File: config.mk
export PLATFORM = sky130hd
export DESIGN_NAME = fft_ctrl
export DESIGN_NICKNAME = d
export VERILOG_FILES = /design/src/common/fft_pkg.sv /design/src/fft_ctrl.sv
export VERILOG_INCLUDE_DIRS = /design/src /design/src/common
export SDC_FILE = /design/constraint.sdc
export NUM_CORES = 1
export LEC_CHECK = 0
export BUFFER_PORTS_ARGS = -buffer_cell sky130_fd_sc_hd__clkbuf_2
export CORE_AREA = 10 10 47 49
export DETAILED_ROUTE_END_ITERATION = 12
export DIE_AREA = 0 0 57 59
export GPL_TIMING_DRIVEN = 0
export HOLD_SLACK_MARGIN = 0.06
export PLACE_DENSITY = 0.57
export SYNTH_ARGS = -nofsm -noshare
export SYNTH_HDL_FRONTEND = slang
export SYNTH_SLANG_ARGS = --single-unit
File: constraint.sdc
create_clock -name clk -period 2.6 [get_ports clk]
set_input_delay 0.13 -clock clk [delete_from_list [all_inputs] [get_ports clk]]
set_output_delay 0.13 -clock clk [all_outputs]
set_load 0.02 [all_outputs]
File: src/common/fft_macros.svh
`ifndef FFT_MACROS_SVH
`define FFT_MACROS_SVH

// frame size and stage count
`define FFT_POINTS 16
`define FFT_STAGES 2

// sample word, two signed halves
`define SAMPLE_W 22
`define COMP_W 11

// twiddle format, Q0.9
`define TW_W 10
`define TW_FRAC 9

// cycles from bf_start to bf_done
`define BF_LATENCY 3

`endif

File: src/common/fft_pkg.sv
`include "fft_macros.svh"

package fft_pkg;

   typedef struct packed {
      logic signed [`COMP_W-1:0] re;   // upper half
      logic signed [`COMP_W-1:0] im;
   } complex_t;

   // store keeps the raw word, butterfly works on the halves
   typedef union packed {
      logic [`SAMPLE_W-1:0] raw;
      complex_t             c;
   } sample_u;

   typedef logic [$clog2(`FFT_POINTS)-1:0] index_t;

   typedef logic stage_t;

   typedef logic [1:0] tw_step_t;   // butterfly position in stage 0

   typedef logic [3:0] tw_exp_t;   // W16 exponent

endpackage

File: src/fft_ctrl.sv
`timescale 1ns/100ps
`include "fft_macros.svh"

module fft_ctrl (
   input  logic                  clk,
   input  logic                  rst,
   input  logic                  start,
   input  logic                  bf_done,
   output logic                  capture,
   output logic                  bf_start,
   output fft_pkg::index_t [3:0] rd_idx,
   output fft_pkg::tw_step_t     tw_step,
   output logic                  final_stage,
   output logic                  valid
);

   logic            busy;
   fft_pkg::stage_t stage;
   logic [1:0]      bf_cnt;   // butterfly within stage
   logic            last_bf;

   assign capture     = start && !busy;   // start ignored while busy
   assign final_stage = (stage == fft_pkg::stage_t'(`FFT_STAGES - 1));
   assign last_bf     = final_stage && (bf_cnt == 2'd3);

   // twiddles only apply between the two stages
   assign tw_step = final_stage ? '0 : bf_cnt;

   // stage 0 takes stride-4 points, stage 1 takes contiguous groups
   always_comb begin
      for (int m = 0; m < 4; m++) begin
         if (final_stage) begin
            rd_idx[m] = {bf_cnt, 2'(m)};
         end else begin
            rd_idx[m] = {2'(m), bf_cnt};
         end
      end
   end

   always_ff @(posedge clk or negedge rst) begin
      if (!rst) begin
         busy     <= 1'b0;
         stage    <= '0;
         bf_cnt   <= '0;
         bf_start <= 1'b0;
         valid    <= 1'b0;
      end else begin
         bf_start <= 1'b0;
         valid    <= 1'b0;
         if (capture) begin
            busy     <= 1'b1;
            stage    <= '0;
            bf_cnt   <= '0;
            bf_start <= 1'b1;   // store is loaded on this edge
         end else if (bf_done) begin
            if (last_bf) begin
               busy  <= 1'b0;
               valid <= 1'b1;   // after the eighth writeback
            end else begin
               bf_cnt   <= bf_cnt + 2'd1;
               bf_start <= 1'b1;
               if (bf_cnt == 2'd3) begin
                  stage <= stage + 1'b1;
               end
            end
         end
      end
   end

endmodule

# ---- Word-level counts from Yosys, hierarchy flattened
# Index checks and enable logic that the tools add are counted.
dict set report word_totals {
  romBits 0
  reg_bits 6
  word_cells 39
  latchBits 0
  inputBits 4
  n_memories 0
  output_inout_bits 22
  ram_bits 0
}
dict set report classes {
  magnitude_cmp 0
  mul 0
  mux 21
  bitwise 0
  n_eq_ne 2
  addsub 2
  shifts 0
  n_div 0
  reduce_logical 9
}
# op count
set op_table {}
lappend op_table {{$mux 4} 4}
lappend op_table {{$mux 1} 13}
lappend op_table {{$mux 2} 4}
lappend op_table {{$reduce_bool 2->1} 3}
lappend op_table {{$reduce_and 2->1} 2}
lappend op_table {{$reduce_and 3->1} 1}
lappend op_table {{$add 2x1->2 const B} 1}
lappend op_table {{$eq 2x2->1 const B} 1}
lappend op_table {{$logic_and 1x1->1} 2}
lappend op_table {{$ne 2x2->1 const B} 1}
lappend op_table {{$add 1x1->1 const B} 1}
lappend op_table {{$logic_not 1->1} 1}

# ---- Longest topological paths before layout
dict set report depth {
  ltp_word 5
  ltp_mapped 4
  mapped_depth_nobuf 4
}

# ---- Worst setup path after synthesis
# Ideal clock, no wire load.
dict set report synth_path {
  kind {register to output}
  from {register stage (netlist: final_stage)}
  to {output rd_idx[8] in the netlist's numbering}
  stages_incl_launch_ff 4
  arrival_ps 1277
  required_time_ps 2470
  slack_ps 1193
  path_cell_list {dfrtp_1 -> buf_4 -> nor2b_1 -> buf_4}
}
# element line
set synth_lines {}
lappend synth_lines {{start, declared} fft_ctrl.sv:18} ;# fft_pkg::stage_t stage;
lappend synth_lines {{start signal, assigned} fft_ctrl.sv:63} ;# stage <= stage + 1'b1;
lappend synth_lines {{end, declared} fft_ctrl.sv:11} ;# output fft_pkg::index_t [3:0] rd_idx,

==> flow_summary.yaml <==
outcome:
  status: "finished clean"
global_routing:
  antenna_found_initial: 0
  grt_pass1_wl_mm: 1.407
  grt_max_degree: 11
  grt_usage: 0.05357
  grt_pass1_vias: 341
  grt_overflow: 0
route:
  met2_length_um: 447
  wl_per_cell_um: 10.71
  wl_um: 900
  drc: 0
  topRoutingLayerUsed: "met3"
  wl_met3_um: 124
  vias: 334
  via_per_inst: 3.976
  firstDrtPassIters: 2
  drtAntennaViolNets: 0
  drtIter0Drc: 1
  met1_length_um: 329
sta:
  postLayoutSetupSlackWorst_ps: 1082
  slew_headroom: 0.8740
  finClkSkew_ps: 5.328
  fin_crit_sh: 0.5838
  rsz0062_at_grt: "false"
  hold_viol: 0
  fmax_mhz: 658.8
  tightest_slew_ps: 188.7
  setup_viol: 0
  tns_ps: 0
  final_max_slew_viol_count: 0
  layout_min_cycle_time_ps: 1518
floorplanning:
  start_util: 0.2732
  dieArea_um2: 3363
  die_h_um: 59
  ioPinCount: 26
  core_um2: 1401
  die_w_um: 57
  rows: 14
finish:
  area_growth_pct: 46.41
  fillers: 155
  diodes: 0
  drive_gt1_frac: 0.6176
  stdcell_count: 84
  layout.nets: 75
placed_design:
  gp_congestion: 0.7354
  place_ws_ps: 1329
  dp_cells: 80
  numPortBuffers: 25
yosys:
  yosysSeqAreaShare: 0.3922
  synth_cell_types: 16
  synthTopCellsByArea: "dfrtp_1 (39%), buf_4 (22%), a21boi_4 (4.9%), nor2b_1 (4.9%), nor2_1 (3.9%)"
  synthCells: 39
  syn_nets: 44
  synth.avg_cell_area_um2: 9.817
  synth-seq-cells: 6
  yosysTopAreaCell: "dfrtp_1"
  synth_area_um2: 382.9
  yosysWarnings: 0
  yosysTopAreaCellShare: 0.3922
clock_network:
  cts_resized: 0
  cts_tree: "yes"
  cts.sinks: 6
  insertion_delay_ps: 250
  clockRootBuffer: "clkbuf_4"
  clk_pin_slew_worst_paths_ps: 50
  cts_max_path_buffers: 2
  cts_max_level: 1
  postCtsSetupBuffers: 0
  cts_buffers: 3
  holdBufCountCts: 1
setup_path:
  crit_slowest_cell: "dfrtp_1"
  cp_top_family: "buffers and inverters"
  crit_fanout: 10
  r2r_start: "bf_cnt[0]"
  crit_chain: "buf_4 > or2_2 > buf_4 > clkbuf_2"
  arrival_ps: 1390
  r2r_slack_ps: 1340
  startpoint_type: "register"
  crit_buf_inv: 3
  regToRegEndpoint: "bf_cnt[1]"
  critPathRequiredTime_ps: 2470
  cp_common_cell: "buf_4"
  crit_type: "register to output port"
  cp-end-kind: "output port"
  ff2ff_path_depth: 4
  max_stage_delay_ps: 410
min_path:
  worstHoldStart: "bf_done"
  hold_path_class: "input port to register"
  min_delay_path_depth: 3
  hold_path_end: "final_stage"
run:
  cap_violations: 0
power:
  p_total_w: 0.0009022
  power_density_nw_per_um2: 1610
  p_leak_nw: 0.3211
  irDropWorstVdd_mv: 0.4928
## cells in the mapped netlist
cell and n:
nor2_1 4, buf_4 11, xnor2_1 1, and2_1 2
nand3_1 1, nand2b_1 2, or2_1 2, ha_1 1
dfrtp_1 6, a21boi_4 1, a21o_1 1, buf_2 1
mux2i_1 1, nor2b_1 3, or2_2 1, a21oi_1 1
## report_power, final
group          internal (W)  switching [W]  leakage, nW   total, W
Sequential         0.000130      0.0000333       0.0718   0.000163
Combinational      0.000277       0.000375        0.236   0.000652
Clock             0.0000523      0.0000352       0.0138  0.0000875
## metal layers
metal	vias up	track usage
met3	0	0.03648
met4	0	0.04027
met2	16	0.08992
li1	171	-
met1	147	0.04369
met5	-	0
## worst max-delay path by stage
| stage | startpoint | end | slack [ps] | depth (start not counted) |
|---|---|---|---|---|
| after detailed placement | bf_cnt[0] | bf_cnt[1] | 1330 | 4 |
| after global routing | final_stage | rd_idx[12] | 1000 | 4 |
| after floorplan | final_stage | rd_idx[8] | 1190 | 3 |
| after CTS | final_stage | rd_idx[12] | 1050 | 4 |
| after global placement | bf_cnt[0] | bf_cnt[1] | 1340 | 4 |
| final | final_stage | rd_idx[12] | 1080 | 4 |
## tightest hold or removal path, delay by kind of cell
kind	cells	cell delay, ps
buffers and inverters	1	100
AND/OR/NAND/NOR	1	70
AO/OA/AOI/OAI	1	60
## registers in the layout (all words and copies together) (netlist names)
register	count
final_stage	1
bf_start	1
bf_cnt	2
valid	1
busy	1
## cell type report
class                           count  area (um^2)  share of cell area
Timing Repair Buffer               26        135.1              0.2411
Sequential cell                     6        150.1              0.2679
Buffer                             12        87.58              0.1562
Tap cell                           16        20.02             0.03571
Multi-Input combinational cell     21        145.1              0.2589
Clock buffer                        3        22.52             0.04018
## cells by family after synthesis
family,after synthesis,synth area share
flops,6,0.3921
simple gates,15,0.2157
buf+inv,12,0.2287
compound gates,3,0.08170
mux,1,0.02614
xor+xnor,1,0.02288
fa+ha+maj,1,0.03267
## per-stage QoR
| stage | instance area, um^2 | hold WS [ps] | util |
|---|---|---|---|
| final | 560.5 | 159.9 | 0.4000 |
| after global routing | 560.5 | 171.3 | 0.4000 |
| after CTS | 560.5 | 143.5 | 0.4000 |
| after detailed placement | 528.0 | -33.75 | 0.3768 |
| after global placement | 528.0 | -37.02 | 0.3768 |
| after floorplan | 382.9 | -165.6 | - |
## cells in the final DEF, fill, tap and decap left out, types with 2 or more instances in the layout
master,n
clkbuf_2,25
buf_4,11
dfrtp_1,6
nor2_1,4
nor2b_1,3
clkbuf_4,3
and2_1,2
or2_1,2
nand2b_1,2
No activity file was read; power rests on OpenSTA's default activity.
