File: src/common/fft_macros.svh
`ifndef FFT_MACROS_SVH
`define FFT_MACROS_SVH

// frame size and stage count
`define FFT_POINTS 16
`define FFT_STAGES 2

// sample word, two signed halves
`define SAMPLE_W 22
`define COMP_W 11

// twiddle format, Q0.9
`define TW_W 10
`define TW_FRAC 9

// cycles from bf_start to bf_done
`define BF_LATENCY 3

`endif

File: src/common/fft_pkg.sv
`include "fft_macros.svh"

package fft_pkg;

   typedef struct packed {
      logic signed [`COMP_W-1:0] re;   // upper half
      logic signed [`COMP_W-1:0] im;
   } complex_t;

   // store keeps the raw word, butterfly works on the halves
   typedef union packed {
      logic [`SAMPLE_W-1:0] raw;
      complex_t             c;
   } sample_u;

   typedef logic [$clog2(`FFT_POINTS)-1:0] index_t;

   typedef logic stage_t;

   typedef logic [1:0] tw_step_t;   // butterfly position in stage 0

   typedef logic [3:0] tw_exp_t;   // W16 exponent

endpackage

File: src/butterfly/twiddle_rom.sv
`timescale 1ns/100ps
`include "fft_macros.svh"

module twiddle_rom (
   input  fft_pkg::tw_exp_t  exp,
   output fft_pkg::complex_t w
);

   logic signed [`TW_W-1:0] w_re;
   logic signed [`TW_W-1:0] w_im;

   // round(512*cos), round(-512*sin), 1.0 clipped to 511
   always_comb begin
      case (exp)
         4'd0: {w_re, w_im} = {10'sd511, 10'sd0};
         4'd1: {w_re, w_im} = {10'sd473, -10'sd196};
         4'd2: {w_re, w_im} = {10'sd362, -10'sd362};
         4'd3: {w_re, w_im} = {10'sd196, -10'sd473};
         4'd4: {w_re, w_im} = {10'sd0, -10'sd512};
         4'd5: {w_re, w_im} = {-10'sd196, -10'sd473};
         4'd6: {w_re, w_im} = {-10'sd362, -10'sd362};
         4'd7: {w_re, w_im} = {-10'sd473, -10'sd196};
         4'd8: {w_re, w_im} = {-10'sd512, 10'sd0};
         4'd9: {w_re, w_im} = {-10'sd473, 10'sd196};
         default: {w_re, w_im} = '0;   // exponent never above 9
      endcase
   end

   assign w.re = w_re;   // sign extends into the sample half
   assign w.im = w_im;

endmodule

File: src/butterfly/radix4_butterfly.sv
`timescale 1ns/100ps
`include "fft_macros.svh"

module radix4_butterfly (
   input  logic                   clk,
   input  logic                   rst,
   input  logic                   bf_start,
   input  fft_pkg::sample_u [3:0] x,
   input  fft_pkg::tw_step_t      tw_step,
   output fft_pkg::sample_u [3:0] y,
   output logic                   bf_done
);

   logic [`BF_LATENCY-1:0]    vld;
   fft_pkg::complex_t [3:0]   a_r;   // captured operands
   fft_pkg::tw_step_t         step_r;
   fft_pkg::tw_step_t         step_s;
   fft_pkg::complex_t [3:0]   s_r;   // scaled DFT-4 sums
   fft_pkg::complex_t [3:0]   w;
   logic signed [`COMP_W+1:0] sum_re [4];
   logic signed [`COMP_W+1:0] sum_im [4];

   function automatic fft_pkg::complex_t cmul(input fft_pkg::complex_t z,
                                              input fft_pkg::complex_t t);
      logic signed [2*`COMP_W:0] prod_re;
      logic signed [2*`COMP_W:0] prod_im;
      fft_pkg::complex_t         r;
      prod_re = z.re * t.re - z.im * t.im;
      prod_im = z.re * t.im + z.im * t.re;
      r.re    = prod_re[`TW_FRAC+`COMP_W-1:`TW_FRAC];   // >>> TW_FRAC
      r.im    = prod_im[`TW_FRAC+`COMP_W-1:`TW_FRAC];
      return r;
   endfunction

   assign w[0] = '{re: (1 << `TW_FRAC) - 1, im: '0};   // W^0

   for (genvar m = 1; m < 4; m++) begin : g_rom
      twiddle_rom u_rom (
         .exp (fft_pkg::tw_exp_t'(m * step_s)),
         .w   (w[m])
      );
   end

   // x_n * (-j)^(n*m)
   always_comb begin
      sum_re[0] = a_r[0].re + a_r[1].re + a_r[2].re + a_r[3].re;
      sum_im[0] = a_r[0].im + a_r[1].im + a_r[2].im + a_r[3].im;
      sum_re[1] = a_r[0].re + a_r[1].im - a_r[2].re - a_r[3].im;
      sum_im[1] = a_r[0].im - a_r[1].re - a_r[2].im + a_r[3].re;
      sum_re[2] = a_r[0].re - a_r[1].re + a_r[2].re - a_r[3].re;
      sum_im[2] = a_r[0].im - a_r[1].im + a_r[2].im - a_r[3].im;
      sum_re[3] = a_r[0].re - a_r[1].im - a_r[2].re + a_r[3].im;
      sum_im[3] = a_r[0].im + a_r[1].re - a_r[2].im - a_r[3].re;
   end

   always_ff @(posedge clk or negedge rst) begin
      if (!rst) begin
         vld <= '0;
      end else begin
         vld <= {vld[`BF_LATENCY-2:0], bf_start};
      end
   end

   always_ff @(posedge clk) begin
      if (bf_start) begin
         for (int m = 0; m < 4; m++) begin
            a_r[m] <= x[m].c;
         end
         step_r <= tw_step;
      end
      if (vld[0]) begin
         for (int m = 0; m < 4; m++) begin
            s_r[m].re <= sum_re[m][`COMP_W+1:2];   // >>> 2
            s_r[m].im <= sum_im[m][`COMP_W+1:2];
         end
         step_s <= step_r;
      end
      if (vld[1]) begin
         for (int m = 0; m < 4; m++) begin
            y[m].c <= cmul(s_r[m], w[m]);
         end
      end
   end

   assign bf_done = vld[`BF_LATENCY-1];

endmodule

File: config.mk
export PLATFORM = sky130hd
export DESIGN_NAME = radix4_butterfly
export DESIGN_NICKNAME = d
export VERILOG_FILES = /design/src/common/fft_pkg.sv /design/src/butterfly/twiddle_rom.sv /design/src/butterfly/radix4_butterfly.sv
export VERILOG_INCLUDE_DIRS = /design/src /design/src/common
export SDC_FILE = /design/constraint.sdc
export NUM_CORES = 2
export LEC_CHECK = 0
export BUFFER_PORTS_ARGS = -buffer_cell sky130_fd_sc_hd__buf_2
export CAP_MARGIN = 5
export CORE_MARGIN = 2
export CORE_UTILIZATION = 55
export CTS_CLUSTER_DIAMETER = 150
export DETAILED_ROUTE_END_ITERATION = 10
export GPL_TIMING_DRIVEN = 0
export PLACE_DENSITY_LB_ADDON = 0.1
export SETUP_SLACK_MARGIN = 0.05
export SKIP_LAST_GASP = 1
export SYNTH_ARGS = -nofsm -noshare
export SYNTH_HDL_FRONTEND = slang
export SYNTH_SLANG_ARGS = --single-unit
File: constraint.sdc
create_clock -name clk -period 8.7 [get_ports clk]
set_input_delay 0 -clock clk [delete_from_list [all_inputs] [get_ports clk]]
set_output_delay 0 -clock clk [all_outputs]
set_load 0.02 [all_outputs]
# --- Word-level counts from Yosys, hierarchy flattened ---
# Memories as Yosys holds them, arrays and structs flattened. A register that Yosys moved wholly into a read port is not among the register bits.
# Index checks and enable logic that the tools add are counted.
totals:
  register_bits: 271
  mem_bits_ro: 960
  input_bits: 93
  out_inout_bits: 89
  wordCells: 73
  n_memories: 3
op_classes:
  addsub: 30
  multipliers: 15
  n_mux: 2
memory_table:
  columns: ["memory", "depth", "width", "read_ports", "rd_clocked_by_memory_dff", "write_ports", "line", "text"]
  rows:
  - ["(no name shown)", 16, 20, 1, 1, 0, "twiddle_rom.sv:14", "case (exp)"]
  - ["(no name shown)", 16, 20, 1, 1, 0, "twiddle_rom.sv:14", null]
  - ["(no name shown)", 16, 20, 1, 0, 0, "twiddle_rom.sv:14", null]
op_table:
  columns: ["op", "n"]
  rows:
  - ["$mul A11 B10 Y20", 12]
  - ["$add A20 B20 Y20", 3]
  - ["$sub A20 B20 Y20", 3]
  - ["$add A12 B11 Y13", 4]
  - ["$add A13 B11 Y13", 4]
  - ["$sub A12 B11 Y13", 4]
  - ["$sub A13 B11 Y13", 4]
  - ["$add A11 B11 Y12", 4]
  - ["$sub A11 B11 Y12", 4]
  - ["$mul A11 B10 Y20 const B", 2]
  - ["$mux W4", 2]
  - ["$mul A2 B2 Y4 const A", 1]

# --- Longest topological paths before layout ---
# An unclocked memory read counts as a cell.
logic_depth:
  word_depth: 4
  mapped_depth: 28
  mapped_depth_nobuf: 25

# --- Modules after synthesis ---
# A second synthesis with hierarchy kept.
unflattened:
  cells_unflattened: 7403
  hier_area_um2: 74108.6
modules_own_cells:
  columns: ["mod", "instances", "cells_per_inst", "area_per_inst_um2", "seq_area_each_um2"]
  rows:
  - ["radix4_butterfly", 1, 7242, 73066.3, 8122.8]
  - ["twiddle_rom (g_rom[1].u_rom ...)", 2, 54, 346.6, 0.0]
  - ["twiddle_rom (g_rom[3].u_rom)", 1, 53, 349.1, 0.0]

# --- Least setup slack after synthesis ---
# No wires, ideal clock.
synth_path:
  path_kind: "register to register"
  startpoint: "register step_s[1]"
  endpoint: "register y[86] (netlist bit) (data pin)"
  t_arrival_ps: 7446
  slack_ps: 996
  stages_incl_launch_ff: 27
  path_buffers: 3
  synth_period_minus_slack_ps: 7704
  path_cell_list: "edfxtp_1 inv_1 clkbuf_1 clkbuf_1 ha_1 clkbuf_1 nand2_1 inv_1 fa_1 fa_1 inv_1 fa_1 fa_1 fa_1 fa_1 inv_1 fa_1 inv_1 ha_1 o21a_1 o21a_1 o21ai_0 a31oi_1 o41ai_1 o21bai_1 a21oi_1 xnor2_1"
synth_between:
  elab_chain_cells: 4
synth_lines:
  columns: ["item", "line", "text"]
  rows:
  - ["from (decl)", "radix4_butterfly.sv:17", "fft_pkg::tw_step_t step_s;"]
  - ["from (signal assigned)", "radix4_butterfly.sv:76", "step_s <= step_r;"]
  - ["$mul A2 B2 Y4 (*)", "radix4_butterfly.sv:39", ".exp (fft_pkg::tw_exp_t'(m * step_s)),"]
  - ["$mem_v2 Z16 W20 (*)", null, null]
  - ["$mul A11 B10 Y20", "radix4_butterfly.sv:28", "prod_re = z.re * t.re - z.im * t.im;"]
  - ["$sub A20 B20 Y20 (*)", "radix4_butterfly.sv:28", null]
  - ["to (decl)", "radix4_butterfly.sv:10", "output fft_pkg::sample_u [3:0] y,"]
# Mark *: on every way between the ends. The rest lies on a longest branch, timed or not.
# A chain may end at the register's enable or synchronous reset.

# --- Worst setup path in the final report ---
# Ends and elaborated chain as after synthesis.

==> run metrics <==
DP Worst Slack -1509 ps; final worst path period share 0.9942; Max Root-Sink Buffers 3; die footprint around 120000 sq um; busiest grt layer met2; clk_skew 35.42 ps; DRT Pass-1 Iters 7; Fillers 9656; sequential-to-total area share from yosys stat 0.1336; Arr. time, crit path 8990 ps; H-tree levels 2; worst path required time roughly 9000 ps; initial antenna violation count 3; Vias 40327; unrepaired setup endpoints after global routing true; HPWL Detailed ~140000 um; global-route met2 utilization 0.4904; CP endpoint kind flop; largest net degree at the start of global routing 57; Post-DP Area 65620 sq um; Post-Route WL ~160000 um; DR iter-0 viols 2267; met3 Usage GRT 0.04222; vias in the first global route around 45000; R2R Setup Slk 50 ps; worst-margin pin slew 1208 ps; Antenna Cells 0; fin worst setup slack roughly 50 ps; number of synthesized register bits 284; Clock transition at path regs 70 ps; total of max-cap violations 0; postcts setup bufs 0; Clk Latency, worst-skew pair roughly 610 ps; Final setup viols 0; Post-Layout Inst Area 67880 sq um; CORE AREA 112800 sq um; Tmin final just under 9000 ps; Async S/R FF share, synth 0.01056; Post-synth EDFFs 268; I/O pin cnt roughly 180; grt total ovfl 0; share of cells above drive strength 1 0.04830; GRT Overall Usage 0.2917; WHS just over 90 ps; ranking of synthesized cells by area fa_1 (46%), ha_1 (14%), edfxtp_1 (13%); critical path class flop to flop; worst min path class input port to flop; DRC 0; Hold Crit Depth 2; WL per Instance 20.44 um; DP Cell Count around 7700; Synth top cells by count inv_1 (1706), fa_1 (1430), ha_1 (706); I/O Buffers between 150 and 200; Critical Path Source Type flop; fin nets 8515; area grow syn2layout 8.180%; Routed Antenna Nets 0; syn_nets 8199; reg2reg start step_s[1]; Hold Startpoint x[1]; clk sinks 284; Gate Count Post-Synth between 5000 and 6000; synthesized area per cell 10.51 sq um; final non-filler cell total 7815; gpl congestion 0.9463; R2R cell count 27; Synth Cell Area 62740 sq um; hold endpoint a_r[1]; Yosys top cell by area fa_1; first-pass GRT wire length 255900 um; Rows 123; Rel. slew slack 0.1947; effective utilization at floorplan 0.5562; Clock Tree Root clkbuf_16; Synth Flop Type edfxtp_1; Distinct cells, synth 60; Reg-to-Reg End y[86]; Die W 341.8 um; Num CTS Buffers 38; count leader, synth inv_1; crit-path max FO 13; M1 GR Usage 0.3934; Synth top area share 0.4563; Yosys warning count 0; Fin. Hold Viols 0; Die H around 340 um; outcome finished clean; CTS tree built; fin. max-slew vios 0; vias per inst between 5 and 6; Peak Freq 115.6 MHz
cell usage in the layout (no fill, tap or decap), types with 6 or more instances in the layout:
cell type	synthesis	final
clkbuf_1	133	119
inv_6	0	9
a21boi_0	7	7
a211oi_1	11	11
nor3_1	62	62
and3b_1	6	6
inv_1	1706	1706
edfxtp_1	268	268
clkinv_1	6	7
clkbuf_2	0	12
o31a_1	6	6
or2_2	21	21
o2111ai_1	8	8
ha_1	706	704
a31oi_1	6	6
nor2b_1	40	40
buf_2	0	181
a21o_1	13	13
nand3_1	27	27
dlygate4sd3_1	0	93
a21oi_1	57	57
or3_1	9	9
clkbuf_16	0	38
xnor2_1	213	213
and3_1	12	12
o21bai_1	9	9
dfxtp_1	13	13
o21ai_0	50	50
o21a_1	47	47
nor2_1	292	292
nand2b_1	75	75
and2_1	288	288
xor2_1	70	70
o41ai_2	5	6
fa_1	1430	1430
nand2_1	307	306
flip-flops by register name, summed over array words and instances, names as in the netlist:
signal and flops:
y 88, s_r 88, step_r 2, vld 3, a_r 88, g_rom.u_rom.w 13
step_s 2
cell type report:
| cell class | count | area, sq um | share of cell area |
|---|---|---|---|
| inverter | 1712 | 6430 | 0.09473 |
| buffer | 133 | 530.5 | 0.007816 |
| timing repair buffer | 277 | 1922 | 0.02831 |
| multi-input combinational | 3840 | 47470 | 0.6994 |
| clock buffer | 43 | 979.7 | 0.01443 |
| tap | 1500 | 1877 | 0.02765 |
| clock inverter | 26 | 274.0 | 0.004037 |
| sequential | 284 | 8391 | 0.1236 |
critical path: stages, from the launching register on:
cell       delay, ps
edfxtp_1         510
inv_1            110
clkbuf_4         260
clkbuf_4         300
ha_2             550
clkbuf_4         360
buf_2            380
nand2_1          100
ha_1             310
inv_1             50
fa_1             470
inv_1             50
fa_1             480
fa_1             530
fa_1             500
inv_1             50
fa_1             470
inv_1             50
fa_1             430
ha_1             310
a2111oi_0        400
nand2_1          120
o211ai_1         400
a31oi_1          300
o41ai_4          400
o21bai_1         150
a21oi_1          230
xnor2_1           90
per-layer routing:
| layer | part of all wire | up-vias | wire length (um) |
|---|---|---|---|
| met5 | 0 | - | 0 |
| met4 | 0.038 | 0 | 5995 |
| met3 | 0.059 | 273 | 9365 |
| met2 | 0.49 | 1144 | 78230 |
| met1 | 0.41 | 20592 | 66190 |
| li1 | - | 18318 | - |
worst max path at each step:
stage	from	endpoint	slack (ps)	cells after the start
2_1_floorplan	step_s[1]	y[86]	1000	26
5_1_grt	step_s[1]	y[86]	-90	26
3_5_place_dp	step_s[1]	y[86]	-1510	27
3_3_place_gp	step_s[1]	y[86]	-1470	26
4_1_cts	step_s[1]	y[86]	-10	27
6_report	step_s[1]	y[86]	50	27
stage by stage:
step	TNS (ps)	util
after global placement	-16370	0.5809
after floorplan	0	-
after global routing	-119.6	0.6017
after CTS	-13.62	0.6014
after detailed placement	-17160	0.5817
final	0	0.6017
what timing repair did:
action / CTS / global route
hold buffers: 93 / 0
gates resized for setup: 19 / 18
endpoints found under the hold margin: 129 / 0
endpoints found under the setup margin: 26 / 11
cells by family after synthesis:
logic type	Yosys count	synth area share
DFF	284	0.1336
muxes	8	0.001356
xor gates and xnor gates	283	0.03950
and+or+nand+nor	1158	0.09038
AOI/OAI and AO/OA	255	0.02766
adders and majority gates	2136	0.5971
buffers and inverters	1846	0.1104
Power is left out: the tool's default activity adds up to more than one toggle a clock period on the data nets, which glitch-free logic cannot reach.
